<file path="src/common/core_types_pkg.sv">
`default_nettype none

package core_types_pkg;

    //////////////////////////////
    // data path

    localparam int XLEN = 32;

    typedef logic [XLEN-1:0] word_t;
    typedef logic [31:0]     inst_t;

    // x0 .. x31
    typedef logic [4:0]      reg_addr_t;

    //////////////////////////////
    // instruction queue

    // also the credit count the source owns after reset
    localparam int QUEUE_DEPTH = 4;

    typedef logic [$clog2(QUEUE_DEPTH)-1:0]   queue_ptr_t;

    // count has to hold QUEUE_DEPTH itself
    typedef logic [$clog2(QUEUE_DEPTH+1)-1:0] queue_cnt_t;

endpackage

`default_nettype wire

</file>
<file path="src/common/isa_pkg.sv">
`default_nettype none

package isa_pkg;

    //////////////////////////////
    // rv32i encodings, subset only

    localparam logic [6:0] OPC_OP     = 7'b0110011;
    localparam logic [6:0] OPC_OP_IMM = 7'b0010011;
    localparam logic [6:0] OPC_LUI    = 7'b0110111;

    localparam logic [2:0] FUNCT3_ADD_SUB = 3'b000;
    localparam logic [2:0] FUNCT3_SLL     = 3'b001;
    localparam logic [2:0] FUNCT3_XOR     = 3'b100;
    localparam logic [2:0] FUNCT3_SRL     = 3'b101;
    localparam logic [2:0] FUNCT3_OR      = 3'b110;
    localparam logic [2:0] FUNCT3_AND     = 3'b111;

    // sub / sra marker
    localparam logic [6:0] FUNCT7_ALT = 7'b0100000;

    typedef enum logic [2:0] {
        ALU_ADD,
        ALU_SUB,
        ALU_AND,
        ALU_OR,
        ALU_XOR,
        ALU_SLL,
        ALU_SRL,
        ALU_PASS_B
    } alu_op_e;

    //////////////////////////////
    // stage payloads

    typedef struct packed {
        alu_op_e                   alu_op;
        logic                      use_imm;
        logic                      rf_wen;
        logic                      illegal;
        core_types_pkg::reg_addr_t rd;
        core_types_pkg::reg_addr_t rs1;
        core_types_pkg::reg_addr_t rs2;
        core_types_pkg::word_t     imm;
    } ctrl_t;

    // bypass entry, the wb one doubles as rf write port
    typedef struct packed {
        logic                      valid;
        core_types_pkg::reg_addr_t addr;
        core_types_pkg::word_t     wdata;
    } fwd_t;

    typedef struct packed {
        logic                      valid;
        logic                      wen;
        logic                      illegal;
        core_types_pkg::reg_addr_t rd;
        core_types_pkg::word_t     wdata;
    } retire_t;

endpackage

`default_nettype wire

</file>
<file path="src/hdl/inst_queue.sv">
`default_nettype none

module inst_queue (
    input  wire                     clk,
    input  wire                     rst_i,
    input  wire                     inst_valid_i,
    input  wire core_types_pkg::inst_t inst_i,
    output logic                    deq_valid_o,
    output core_types_pkg::inst_t   deq_inst_o,
    output logic                    credit_o
);

    import core_types_pkg::*;

    inst_t      mem [QUEUE_DEPTH];
    queue_ptr_t wr_ptr;
    queue_ptr_t rd_ptr;
    queue_cnt_t count;

    logic push;
    logic pop;

    assign push = inst_valid_i;

    // decode never stalls, drain whenever something is held
    assign pop = (count != '0);

    assign deq_valid_o = pop;
    assign deq_inst_o  = mem[rd_ptr];

    always_ff @(posedge clk) begin
        if (push) begin
            mem[wr_ptr] <= inst_i;
        end
    end

    always_ff @(posedge clk) begin
        if (rst_i) begin
            wr_ptr   <= '0;
            rd_ptr   <= '0;
            count    <= '0;
            credit_o <= 1'b0;
        end else begin
            if (push) begin
                wr_ptr <= wr_ptr + 1'b1;
            end
            if (pop) begin
                rd_ptr <= rd_ptr + 1'b1;
            end
            count    <= count + queue_cnt_t'(push) - queue_cnt_t'(pop);
            // one credit back per entry freed
            credit_o <= pop;
        end
    end

    // source must hold a credit to push
    assert property (@(posedge clk) disable iff (rst_i)
        inst_valid_i |-> (count < QUEUE_DEPTH));

    assert property (@(posedge clk) disable iff (rst_i)
        count <= QUEUE_DEPTH);

endmodule

`default_nettype wire

</file>
<file path="src/pipeline/decode_stage.sv">
`default_nettype none

module decode_stage (
    input  wire                        clk,
    input  wire                        rst_i,
    input  wire                        deq_valid_i,
    input  wire core_types_pkg::inst_t deq_inst_i,
    output logic                       id_valid_o,
    output isa_pkg::ctrl_t             id_ctrl_o
);

    import core_types_pkg::*;
    import isa_pkg::*;

    inst_t inst_q;

    logic [6:0] opcode;
    logic [2:0] funct3;
    logic [6:0] funct7;
    word_t      imm_i;
    word_t      imm_u;

    always_ff @(posedge clk) begin
        if (rst_i) begin
            id_valid_o <= 1'b0;
        end else begin
            id_valid_o <= deq_valid_i;
        end
    end

    always_ff @(posedge clk) begin
        inst_q <= deq_inst_i;
    end

    assign opcode = inst_q[6:0];
    assign funct3 = inst_q[14:12];
    assign funct7 = inst_q[31:25];

    assign imm_i = {{(XLEN-12){inst_q[31]}}, inst_q[31:20]};
    assign imm_u = {inst_q[31:12], 12'b0};

    always_comb begin
        id_ctrl_o         = '0;
        id_ctrl_o.alu_op  = ALU_ADD;
        id_ctrl_o.rd      = inst_q[11:7];
        id_ctrl_o.rs1     = inst_q[19:15];
        id_ctrl_o.rs2     = inst_q[24:20];

        case (opcode)
            OPC_OP: begin
                id_ctrl_o.rf_wen = 1'b1;
                case ({funct7, funct3})
                    {7'b0, FUNCT3_ADD_SUB}:     id_ctrl_o.alu_op = ALU_ADD;
                    {FUNCT7_ALT, FUNCT3_ADD_SUB}: id_ctrl_o.alu_op = ALU_SUB;
                    {7'b0, FUNCT3_SLL}:         id_ctrl_o.alu_op = ALU_SLL;
                    {7'b0, FUNCT3_SRL}:         id_ctrl_o.alu_op = ALU_SRL;
                    {7'b0, FUNCT3_XOR}:         id_ctrl_o.alu_op = ALU_XOR;
                    {7'b0, FUNCT3_OR}:          id_ctrl_o.alu_op = ALU_OR;
                    {7'b0, FUNCT3_AND}:         id_ctrl_o.alu_op = ALU_AND;
                    default:                    id_ctrl_o.illegal = 1'b1;
                endcase
            end
            OPC_OP_IMM: begin
                id_ctrl_o.rf_wen  = 1'b1;
                id_ctrl_o.use_imm = 1'b1;
                id_ctrl_o.imm     = imm_i;
                // shifts and compares by immediate are outside the subset
                case (funct3)
                    FUNCT3_ADD_SUB: id_ctrl_o.alu_op = ALU_ADD;
                    FUNCT3_XOR:     id_ctrl_o.alu_op = ALU_XOR;
                    FUNCT3_OR:      id_ctrl_o.alu_op = ALU_OR;
                    FUNCT3_AND:     id_ctrl_o.alu_op = ALU_AND;
                    default:        id_ctrl_o.illegal = 1'b1;
                endcase
            end
            OPC_LUI: begin
                id_ctrl_o.rf_wen  = 1'b1;
                id_ctrl_o.use_imm = 1'b1;
                id_ctrl_o.imm     = imm_u;
                id_ctrl_o.alu_op  = ALU_PASS_B;
            end
            default: begin
                id_ctrl_o.illegal = 1'b1;
            end
        endcase

        // no write for x0 or illegal encodings
        if (id_ctrl_o.illegal || id_ctrl_o.rd == '0) begin
            id_ctrl_o.rf_wen = 1'b0;
        end
    end

endmodule

`default_nettype wire

</file>
<file path="src/pipeline/operand_stage.sv">
`default_nettype none

module operand_stage (
    input  wire                  clk,
    input  wire                  rst_i,
    input  wire                  id_valid_i,
    input  wire isa_pkg::ctrl_t  id_ctrl_i,
    input  wire isa_pkg::fwd_t   exe_fwd_i,
    input  wire isa_pkg::fwd_t   wb_fwd_i,
    output logic                 op_valid_o,
    output isa_pkg::ctrl_t       op_ctrl_o,
    output core_types_pkg::word_t op_a_o,
    output core_types_pkg::word_t op_b_o
);

    import core_types_pkg::*;
    import isa_pkg::*;

    // x0 has no storage
    word_t rf [1:31];

    word_t rs1_rf;
    word_t rs2_rf;
    word_t rs1_val;
    word_t rs2_val;

    // newest producer wins
    function automatic word_t bypass(
        input reg_addr_t addr,
        input word_t     rf_val,
        input fwd_t      exe_f,
        input fwd_t      wb_f
    );
        word_t res;
        res = rf_val;
        if (addr != '0 && exe_f.valid && exe_f.addr == addr) begin
            res = exe_f.wdata;
        end else if (addr != '0 && wb_f.valid && wb_f.addr == addr) begin
            res = wb_f.wdata;
        end
        return res;
    endfunction

    ////////////////////////////////
    // register file

    always_ff @(posedge clk) begin
        if (wb_fwd_i.valid && wb_fwd_i.addr != '0) begin
            rf[wb_fwd_i.addr] <= wb_fwd_i.wdata;
        end
    end

    assign rs1_rf = (id_ctrl_i.rs1 == '0) ? '0 : rf[id_ctrl_i.rs1];
    assign rs2_rf = (id_ctrl_i.rs2 == '0) ? '0 : rf[id_ctrl_i.rs2];

    // wb entry is also this cycle's write, so it covers write-then-read
    assign rs1_val = bypass(id_ctrl_i.rs1, rs1_rf, exe_fwd_i, wb_fwd_i);
    assign rs2_val = bypass(id_ctrl_i.rs2, rs2_rf, exe_fwd_i, wb_fwd_i);

    ////////////////////////////////
    // operand register

    always_ff @(posedge clk) begin
        if (rst_i) begin
            op_valid_o <= 1'b0;
        end else begin
            op_valid_o <= id_valid_i;
        end
    end

    always_ff @(posedge clk) begin
        op_ctrl_o <= id_ctrl_i;
        op_a_o    <= rs1_val;
        op_b_o    <= id_ctrl_i.use_imm ? id_ctrl_i.imm : rs2_val;
    end

    // producers never offer x0
    assert property (@(posedge clk) disable iff (rst_i)
        !(exe_fwd_i.valid && exe_fwd_i.addr == '0) &&
        !(wb_fwd_i.valid && wb_fwd_i.addr == '0));

endmodule

`default_nettype wire

</file>
<file path="src/pipeline/execute_stage.sv">
`default_nettype none

module execute_stage (
    input  wire                          clk,
    input  wire                          rst_i,
    input  wire                          op_valid_i,
    input  wire isa_pkg::ctrl_t          op_ctrl_i,
    input  wire core_types_pkg::word_t   op_a_i,
    input  wire core_types_pkg::word_t   op_b_i,
    output isa_pkg::fwd_t                exe_fwd_o,
    output isa_pkg::fwd_t                wb_fwd_o,
    output isa_pkg::retire_t             retire_o
);

    import core_types_pkg::*;
    import isa_pkg::*;

    word_t   alu_res;
    retire_t exe_d;
    retire_t exe_q;
    retire_t ret_q;

    always_comb begin
        case (op_ctrl_i.alu_op)
            ALU_ADD: alu_res = op_a_i + op_b_i;
            ALU_SUB: alu_res = op_a_i - op_b_i;
            ALU_AND: alu_res = op_a_i & op_b_i;
            ALU_OR:  alu_res = op_a_i | op_b_i;
            ALU_XOR: alu_res = op_a_i ^ op_b_i;
            ALU_SLL: alu_res = op_a_i << op_b_i[4:0];
            ALU_SRL: alu_res = op_a_i >> op_b_i[4:0];
            default: alu_res = op_b_i;
        endcase
    end

    assign exe_d = '{
        valid:   op_valid_i,
        wen:     op_ctrl_i.rf_wen,
        illegal: op_ctrl_i.illegal,
        rd:      op_ctrl_i.rd,
        wdata:   alu_res
    };

    // result leaves for operand select in the cycle it is computed
    assign exe_fwd_o = '{valid: exe_d.valid & exe_d.wen, addr: exe_d.rd, wdata: alu_res};

    // execute register is one ahead of retire and feeds the rf write
    assign wb_fwd_o = '{valid: exe_q.valid & exe_q.wen, addr: exe_q.rd, wdata: exe_q.wdata};
    assign retire_o = ret_q;

    always_ff @(posedge clk) begin
        if (rst_i) begin
            exe_q.valid <= 1'b0;
            ret_q.valid <= 1'b0;
        end else begin
            exe_q <= exe_d;
            ret_q <= exe_q;
        end
    end

    assert property (@(posedge clk) disable iff (rst_i)
        retire_o.valid |-> !(retire_o.wen && retire_o.illegal));

endmodule

`default_nettype wire

</file>
<file path="src/hdl/core_top.sv">
`default_nettype none

module core_top (
    input  wire                        clk,
    input  wire                        rst_i,
    input  wire                        inst_valid_i,
    input  wire core_types_pkg::inst_t inst_i,
    output logic                       credit_o,
    output isa_pkg::retire_t           retire_o
);

    import core_types_pkg::*;
    import isa_pkg::*;

    logic  deq_valid;
    inst_t deq_inst;

    logic  id_valid;
    ctrl_t id_ctrl;

    logic  op_valid;
    ctrl_t op_ctrl;
    word_t op_a;
    word_t op_b;

    fwd_t  exe_fwd;
    fwd_t  wb_fwd;

    inst_queue u_inst_queue (
        .clk          (clk),
        .rst_i        (rst_i),
        .inst_valid_i (inst_valid_i),
        .inst_i       (inst_i),
        .deq_valid_o  (deq_valid),
        .deq_inst_o   (deq_inst),
        .credit_o     (credit_o)
    );

    decode_stage u_decode_stage (
        .clk         (clk),
        .rst_i       (rst_i),
        .deq_valid_i (deq_valid),
        .deq_inst_i  (deq_inst),
        .id_valid_o  (id_valid),
        .id_ctrl_o   (id_ctrl)
    );

    operand_stage u_operand_stage (
        .clk        (clk),
        .rst_i      (rst_i),
        .id_valid_i (id_valid),
        .id_ctrl_i  (id_ctrl),
        .exe_fwd_i  (exe_fwd),
        .wb_fwd_i   (wb_fwd),
        .op_valid_o (op_valid),
        .op_ctrl_o  (op_ctrl),
        .op_a_o     (op_a),
        .op_b_o     (op_b)
    );

    execute_stage u_execute_stage (
        .clk        (clk),
        .rst_i      (rst_i),
        .op_valid_i (op_valid),
        .op_ctrl_i  (op_ctrl),
        .op_a_i     (op_a),
        .op_b_i     (op_b),
        .exe_fwd_o  (exe_fwd),
        .wb_fwd_o   (wb_fwd),
        .retire_o   (retire_o)
    );

endmodule

`default_nettype wire

</file>
<file path="config.mk">
export PLATFORM = sky130hd
export DESIGN_NAME = core_top
export DESIGN_NICKNAME = d
export VERILOG_FILES = /design/src/common/core_types_pkg.sv /design/src/common/isa_pkg.sv /design/src/hdl/inst_queue.sv /design/src/pipeline/decode_stage.sv /design/src/pipeline/operand_stage.sv /design/src/pipeline/execute_stage.sv /design/src/hdl/core_top.sv
export SDC_FILE = /design/constraint.sdc
export NUM_CORES = 2
export LEC_CHECK = 0
export BUFFER_PORTS_ARGS = -buffer_cell sky130_fd_sc_hd__buf_2
export CORE_ASPECT_RATIO = 0.9
export CORE_MARGIN = 3
export CORE_UTILIZATION = 40
export DETAILED_ROUTE_END_ITERATION = 8
export PLACE_DENSITY = 0.61
export SYNTH_ARGS = -nofsm -noshare
export SYNTH_HDL_FRONTEND = slang
export SYNTH_HIERARCHICAL = 1
export SYNTH_SLANG_ARGS = --single-unit
</file>
<file path="constraint.sdc">
create_clock -name clk -period 5.7 [get_ports clk]
set_clock_uncertainty 0.2 [all_clocks]
set_input_delay 0.285 -clock clk [delete_from_list [all_inputs] [get_ports clk]]
set_output_delay 0.285 -clock clk [all_outputs]
set_load 0.01 [all_outputs]
</file>
Yosys cells after proc, flatten, opt, wreduce, memory -nomap -nowiden
Memory sizes are Yosys's and may differ from the RTL's. A register that Yosys moved wholly into a read port is not among the register bits.
Index checks and enable logic that the tools add are counted.
{"block": "totals", "regBits": 163, "output_inout_bits": 41, "ram_bits": 1120, "n_memories": 2, "rom_bits": 0, "wordCells": 103, "latchBits": 0}
{"name": "u_operand_stage.rf", "words": 31, "word_bits": 32, "rd": 2, "rd_ports_with_merged_regs": 0, "write_ports": 1, "line": "operand_stage.sv:20", "rtl": "word_t rf [1:31];"}
{"name": "u_inst_queue.mem", "words": 4, "word_bits": 32, "rd": 1, "rd_ports_with_merged_regs": 1, "write_ports": 1, "line": "inst_queue.sv:15", "rtl": "inst_t mem [QUEUE_DEPTH];"}
{"block": "classes", "eq_ne": 22, "n_mux": 21, "n_addsub": 6, "div_mod_pow": 0, "bitwise_logic": 5, "shift": 2, "n_reduce_logical": 24, "multipliers": 0, "n_lt_le_gt_ge": 0}
{"cell": "$mux 32", "count": 7}
{"cell": "$pmux 32 s7", "count": 1}
{"cell": "$pmux 32 s2", "count": 1}
{"cell": "$eq 10x3->1 const B", "count": 4}
{"cell": "$add 32x32->32", "count": 1}
{"cell": "$and 32x32->32", "count": 1}
{"cell": "$or 32x32->32", "count": 1}
{"cell": "$shl 32x5->32", "count": 1}
{"cell": "$shr 32x5->32", "count": 1}
{"cell": "$sub 32x32->32", "count": 1}
{"cell": "$xor 32x32->32", "count": 1}
{"cell": "$eq 5x5->1", "count": 4}
{"cell": "$eq 3x3->1 const B", "count": 6}
{"cell": "$pmux 3 s3", "count": 2}
{"cell": "$pmux 3 s6", "count": 1}
{"cell": "$logic_not 5->1", "count": 3}
{"cell": "$reduce_bool 5->1", "count": 3}
{"cell": "$eq 7x6->1 const B", "count": 2}
{"cell": "$eq 10x1->1 const B", "count": 1}
{"cell": "$eq 10x9->1 const B", "count": 1}
{"cell": "$logic_not 10->1", "count": 1}
{"cell": "$logic_and 1x1->1", "count": 9}
{"cell": "$mux 1", "count": 8}
{"cell": "$eq 7x5->1 const B", "count": 1}
{"cell": "14 further kinds", "count": 18}

Logic depth before layout (Yosys ltp)
{"block": "depth", "word_depth": 6, "ltp_mapped": 26}

Hierarchy
The synthesis kept the hierarchy.
{"mod": "operand_stage", "area_per_inst_um2": 51025.2, "seq_area_each_um2": 32150.8, "cells_each": 3103, "instances": 1}
{"mod": "execute_stage", "area_per_inst_um2": 10343.7, "seq_area_each_um2": 2382.3, "cells_each": 1245, "instances": 1}
{"mod": "inst_queue", "area_per_inst_um2": 5129.9, "seq_area_each_um2": 4043.9, "cells_each": 212, "instances": 1}
{"mod": "decode_stage", "area_per_inst_um2": 1307.5, "seq_area_each_um2": 660.6, "cells_each": 147, "instances": 1}

Least setup slack after synthesis
OpenSTA, ideal clock, no wires.
{"block": "synth_path", "path_type": "reg-to-reg", "from": "register u_operand_stage.op_b_o[0]", "to": "register u_operand_stage.op_b_o[31]", "stages_incl_launch_ff": 26, "setup_ns": 0.125, "t_required_ns": 5.375, "t_arrival_ns": 4.919, "path_slack_ns": 0.457, "cell_sequence": "dfxtp_1 -> buf_2 -> inv_1 -> clkbuf_1 -> clkbuf_1 -> ha_1 -> nand2b_1 -> and2b_1 -> nand2_1 -> or3_2 -> nand2b_1 -> o21ai_0 -> xnor2_1 -> ha_1 -> a21o_1 -> a41oi_1 -> o22a_1 -> nand4_1 -> a41oi_1 -> o21bai_1 -> mux2i_1 -> o22a_1 -> inv_1 -> nor3_1 -> a311oi_1 -> o22ai_1"}
{"item": "start: declaration", "line": "operand_stage.sv:13", "rtl": "output core_types_pkg::word_t op_b_o"}
{"item": "start signal: assignment", "line": "operand_stage.sv:74", "rtl": "op_b_o <= id_ctrl_i.use_imm ? id_ctrl_i.imm : rs2_val;"}

==> flow_summary.yaml <==
critical_path:
  crit_family: "compound AO/OA/AOI/OAI gates"
  r2r_start: "u_operand_stage/op_ctrl_o[52]$_DFF_P_"
  cp.required_ns: 6.15
  start_kind: "flop"
  cp-end-kind: "flop"
  slowest_stage: "o311ai_0"
  crit_fanout: 14
  crit_start: "u_operand_stage/op_ctrl_o[52]$_DFF_P_"
  worstSetupPathType: "reg2reg"
  r2r_end: "u_operand_stage/op_a_o[24]$_DFF_P_"
  reg2reg_depth: 18
  cp.arrival_ns: 5.89
  r2r_setup_slack_ns: 0.26
  timing.critical_path.buf_inv: 1
  path_cells: "nor2_1 > buf_4 > nand2_1 > o21ai_0 > fa_1 > nand2b_1 > a21oi_1 > o31ai_1 > a21oi_1 > o311ai_0 > nand2_1 > a21oi_1 > xor2_1 > o21ai_0 > nand2b_1 > nor4_1 > or3_1 > o211ai_1"
  cpMostUsedCell: "a21oi_1"
  slowest_delay_ns: 0.81
timing:
  postLayoutSetupSlackWorst_ns: 0.264
  setup_viol: 0
  fin_crit_sh_pct: 95.4
  fmax_mhz: 184
  post-route-min-period_ns: 5.44
  relSlewSlack_pct: 7.22
  setup_tns_ns: 0
  hold_viol_final: 0
  slew_viol_final: 0
  rsz0062_at_grt: "no"
  worst_pin_slew_ns: 1.39
global_route:
  track_usage_pct: 26.4
  overflow: 0
  first_global_vias: 43700
  grt-busiest-layer: "met2"
  grt_pass1_wl_mm: 329
  grt_use_met3_pct: 7.32
  grt_max_degree: 122
  use_met2_pct: 39.6
  gr-usage-met1_pct: 36.6
  antenna_found_initial: 13
placement:
  dp.cells: 6730
  port_buffers: 75
  post-dp-hpwl_mm: 152
  post-place-ws_ns: 0.349
  gp_congestion: 1.00
clocking:
  cts_buffers: 143
  htreeDepth: 4
  clk_latency_ns: 0.80
  clock-sinks: 1318
  clk_pin_slew_worst_paths_ns: 0.06
  cts_buffer_depth: 3
  cts_root_buf: "clkbuf_16"
  cts_tree: "done"
floorplan:
  die_area_um2: 172000
  core_um2: 165000
  floorplan.rows: 141
  die_w_um: 437
  die_h_um: 394
  start_util_pct: 40.5
  io_pins: 76
finish:
  fin_nets: 4841
  syn2layout_area_growth_pct: 11.8
  drive_above_1_share_pct: 20.8
  instances_no_fill: 7043
power_and_ir_drop:
  power_mw: 45.5
  p_seq_share_pct: 31.9
  pwr-share-comb_pct: 47.7
  power_density_nw_per_um2: 608
  p_clk_share_pct: 20.4
  leakage_nw: 25.6
  p_int_mw: 25.8
  swShare_pct: 43.3
  p_sw_mw: 19.7
  peakVddDrop_uv: 394
route:
  wirelength_mm: 233
  drc: 0
  vias: 45800
  drtAntennaViolNets: 0
  vias_per_cell: 6.50
  dr.pass1.iters: 7
  drt-initial-drc-count: 6341
  wl_per_cell_um: 33.1
hold_path:
  holdPathStages: 2
  hold_path_end: "u_inst_queue/mem[3][8]$_DFFE_PP_"
  hp-class: "in2reg"
  min-delay-start: "inst_i[8]"
synthesis:
  postSynthNetCount: 4804
  synth_area_um2: 66900
  yosysWarnings: 6
  postSynthCellCount: 4664
  syn_avg_cell_area_um2: 14.4
outcome:
  status: "completed"
job:
  maxCapViolCount: 0
-- worst reg2reg max path, delay by kind of cell (launching register included) --
family | cells | cell delay (ns)
compound gates | 8 | 2.54
xor+xnor | 1 | 0.22
fa+ha+maj | 1 | 0.25
buf+inv | 1 | 0.30
flops | 1 | 0.39
simple gates | 7 | 1.40
-- per-stage QoR --
stage               cell area, um2  utilization [%]  hold slack, ns
floorplan                    66900                -           0.157
global placement             69700             42.2           0.152
detailed placement           69700             42.2           0.142
CTS                          74800             45.3        0.000483
global route                 74800             45.3          0.0372
finish                       74900             45.3          0.0425
-- sequential cells by signal, indices dropped and copies added, names as in the netlist, named ones only --
register / cells
u_operand_stage/op_ctrl_o: 10
u_execute_stage/exe_q: 3
u_operand_stage/rf: 992
u_inst_queue/wr_ptr: 2
u_inst_queue/mem: 128
u_operand_stage/op_valid_o: 1
u_inst_queue/count: 3
u_operand_stage/op_a_o: 32
u_execute_stage/wb_fwd_o: 37
u_decode_stage/inst_q: 32
u_decode_stage/id_valid_o: 1
u_operand_stage/op_b_o: 32
u_execute_stage/retire_o: 40
u_inst_queue/credit_o: 1
u_inst_queue/rd_ptr: 2
-- worst max path at each step --
stage / slack (ns) / cells past startpoint / to
2_1_floorplan: 0.46 / 25 / u_operand_stage/op_b_o[31]$_DFF_P_
3_3_place_gp: 0.40 / 18 / u_operand_stage/op_a_o[24]$_DFF_P_
3_5_place_dp: 0.35 / 20 / u_operand_stage/op_b_o[31]$_DFF_P_
4_1_cts: 0.35 / 20 / u_operand_stage/op_b_o[31]$_DFF_P_
5_1_grt: 0.009 / 22 / u_operand_stage/op_b_o[31]$_DFF_P_
6_report: 0.26 / 18 / u_operand_stage/op_a_o[24]$_DFF_P_
-- layout make-up --
cell class	instances	area [um2]
diodes	8	20.0
clock buffers	181	3770
clock inverters	82	913
fillers	14500	90300
inverters	119	449
multi-input cells	2824	26300
flip-flops and latches	1318	38400
well taps	2216	2770
repair buffers	295	2220
-- repair_timing --
action                                  in CTS  in global routing
gates resized for setup                      0                  3
buffers inserted                             0                  0
endpoints found under the setup margin       0                  3
endpoints found under the hold margin      142                  0
hold buffers                                42                  0
-- cell usage in the layout, fill, tap and decap left out, types with 42 or more instances in the layout --
| cell | count |
|---|---|
| a211oi_1 | 67 |
| a21oi_1 | 207 |
| o221ai_1 | 60 |
| mux2i_1 | 398 |
| ha_1 | 103 |
| nor3_1 | 72 |
| nand2_1 | 215 |
| nand3_1 | 57 |
| mux2_2 | 50 |
| o21ai_0 | 143 |
| o22ai_1 | 74 |
| xnor2_1 | 65 |
| buf_2 | 75 |
| dfxtp_1 | 105 |
| a22oi_1 | 109 |
| dlygate4sd3_1 | 42 |
| nor2_1 | 231 |
| edfxtp_1 | 1198 |
| mux4_2 | 390 |
| clkbuf_16 | 143 |
| buf_4 | 171 |
| inv_1 | 117 |
-- power groups by stage --
stage / combinational (mW) / sequential, mW / clock, mW
after global placement: 21.0 / 14.7 / 0
after floorplan: 14.4 / 13.2 / 0
after detailed placement: 21.0 / 14.7 / 0
after CTS: 21.1 / 14.5 / 9.38
after global routing: 22.7 / 14.6 / 9.79
final: 21.7 / 14.5 / 9.26
-- routing by layer --
metal / vias to the layer above / share of wire, % / wire length [um]
li1: 18700 / - / -
met1: 23600 / 39 / 91700
met2: 2955 / 44 / 103000
met3: 481 / 12 / 28000
met4: 2 / 4.2 / 9670
met5: - / 0.0056 / 13
Power figures use the tool's default switching activity.
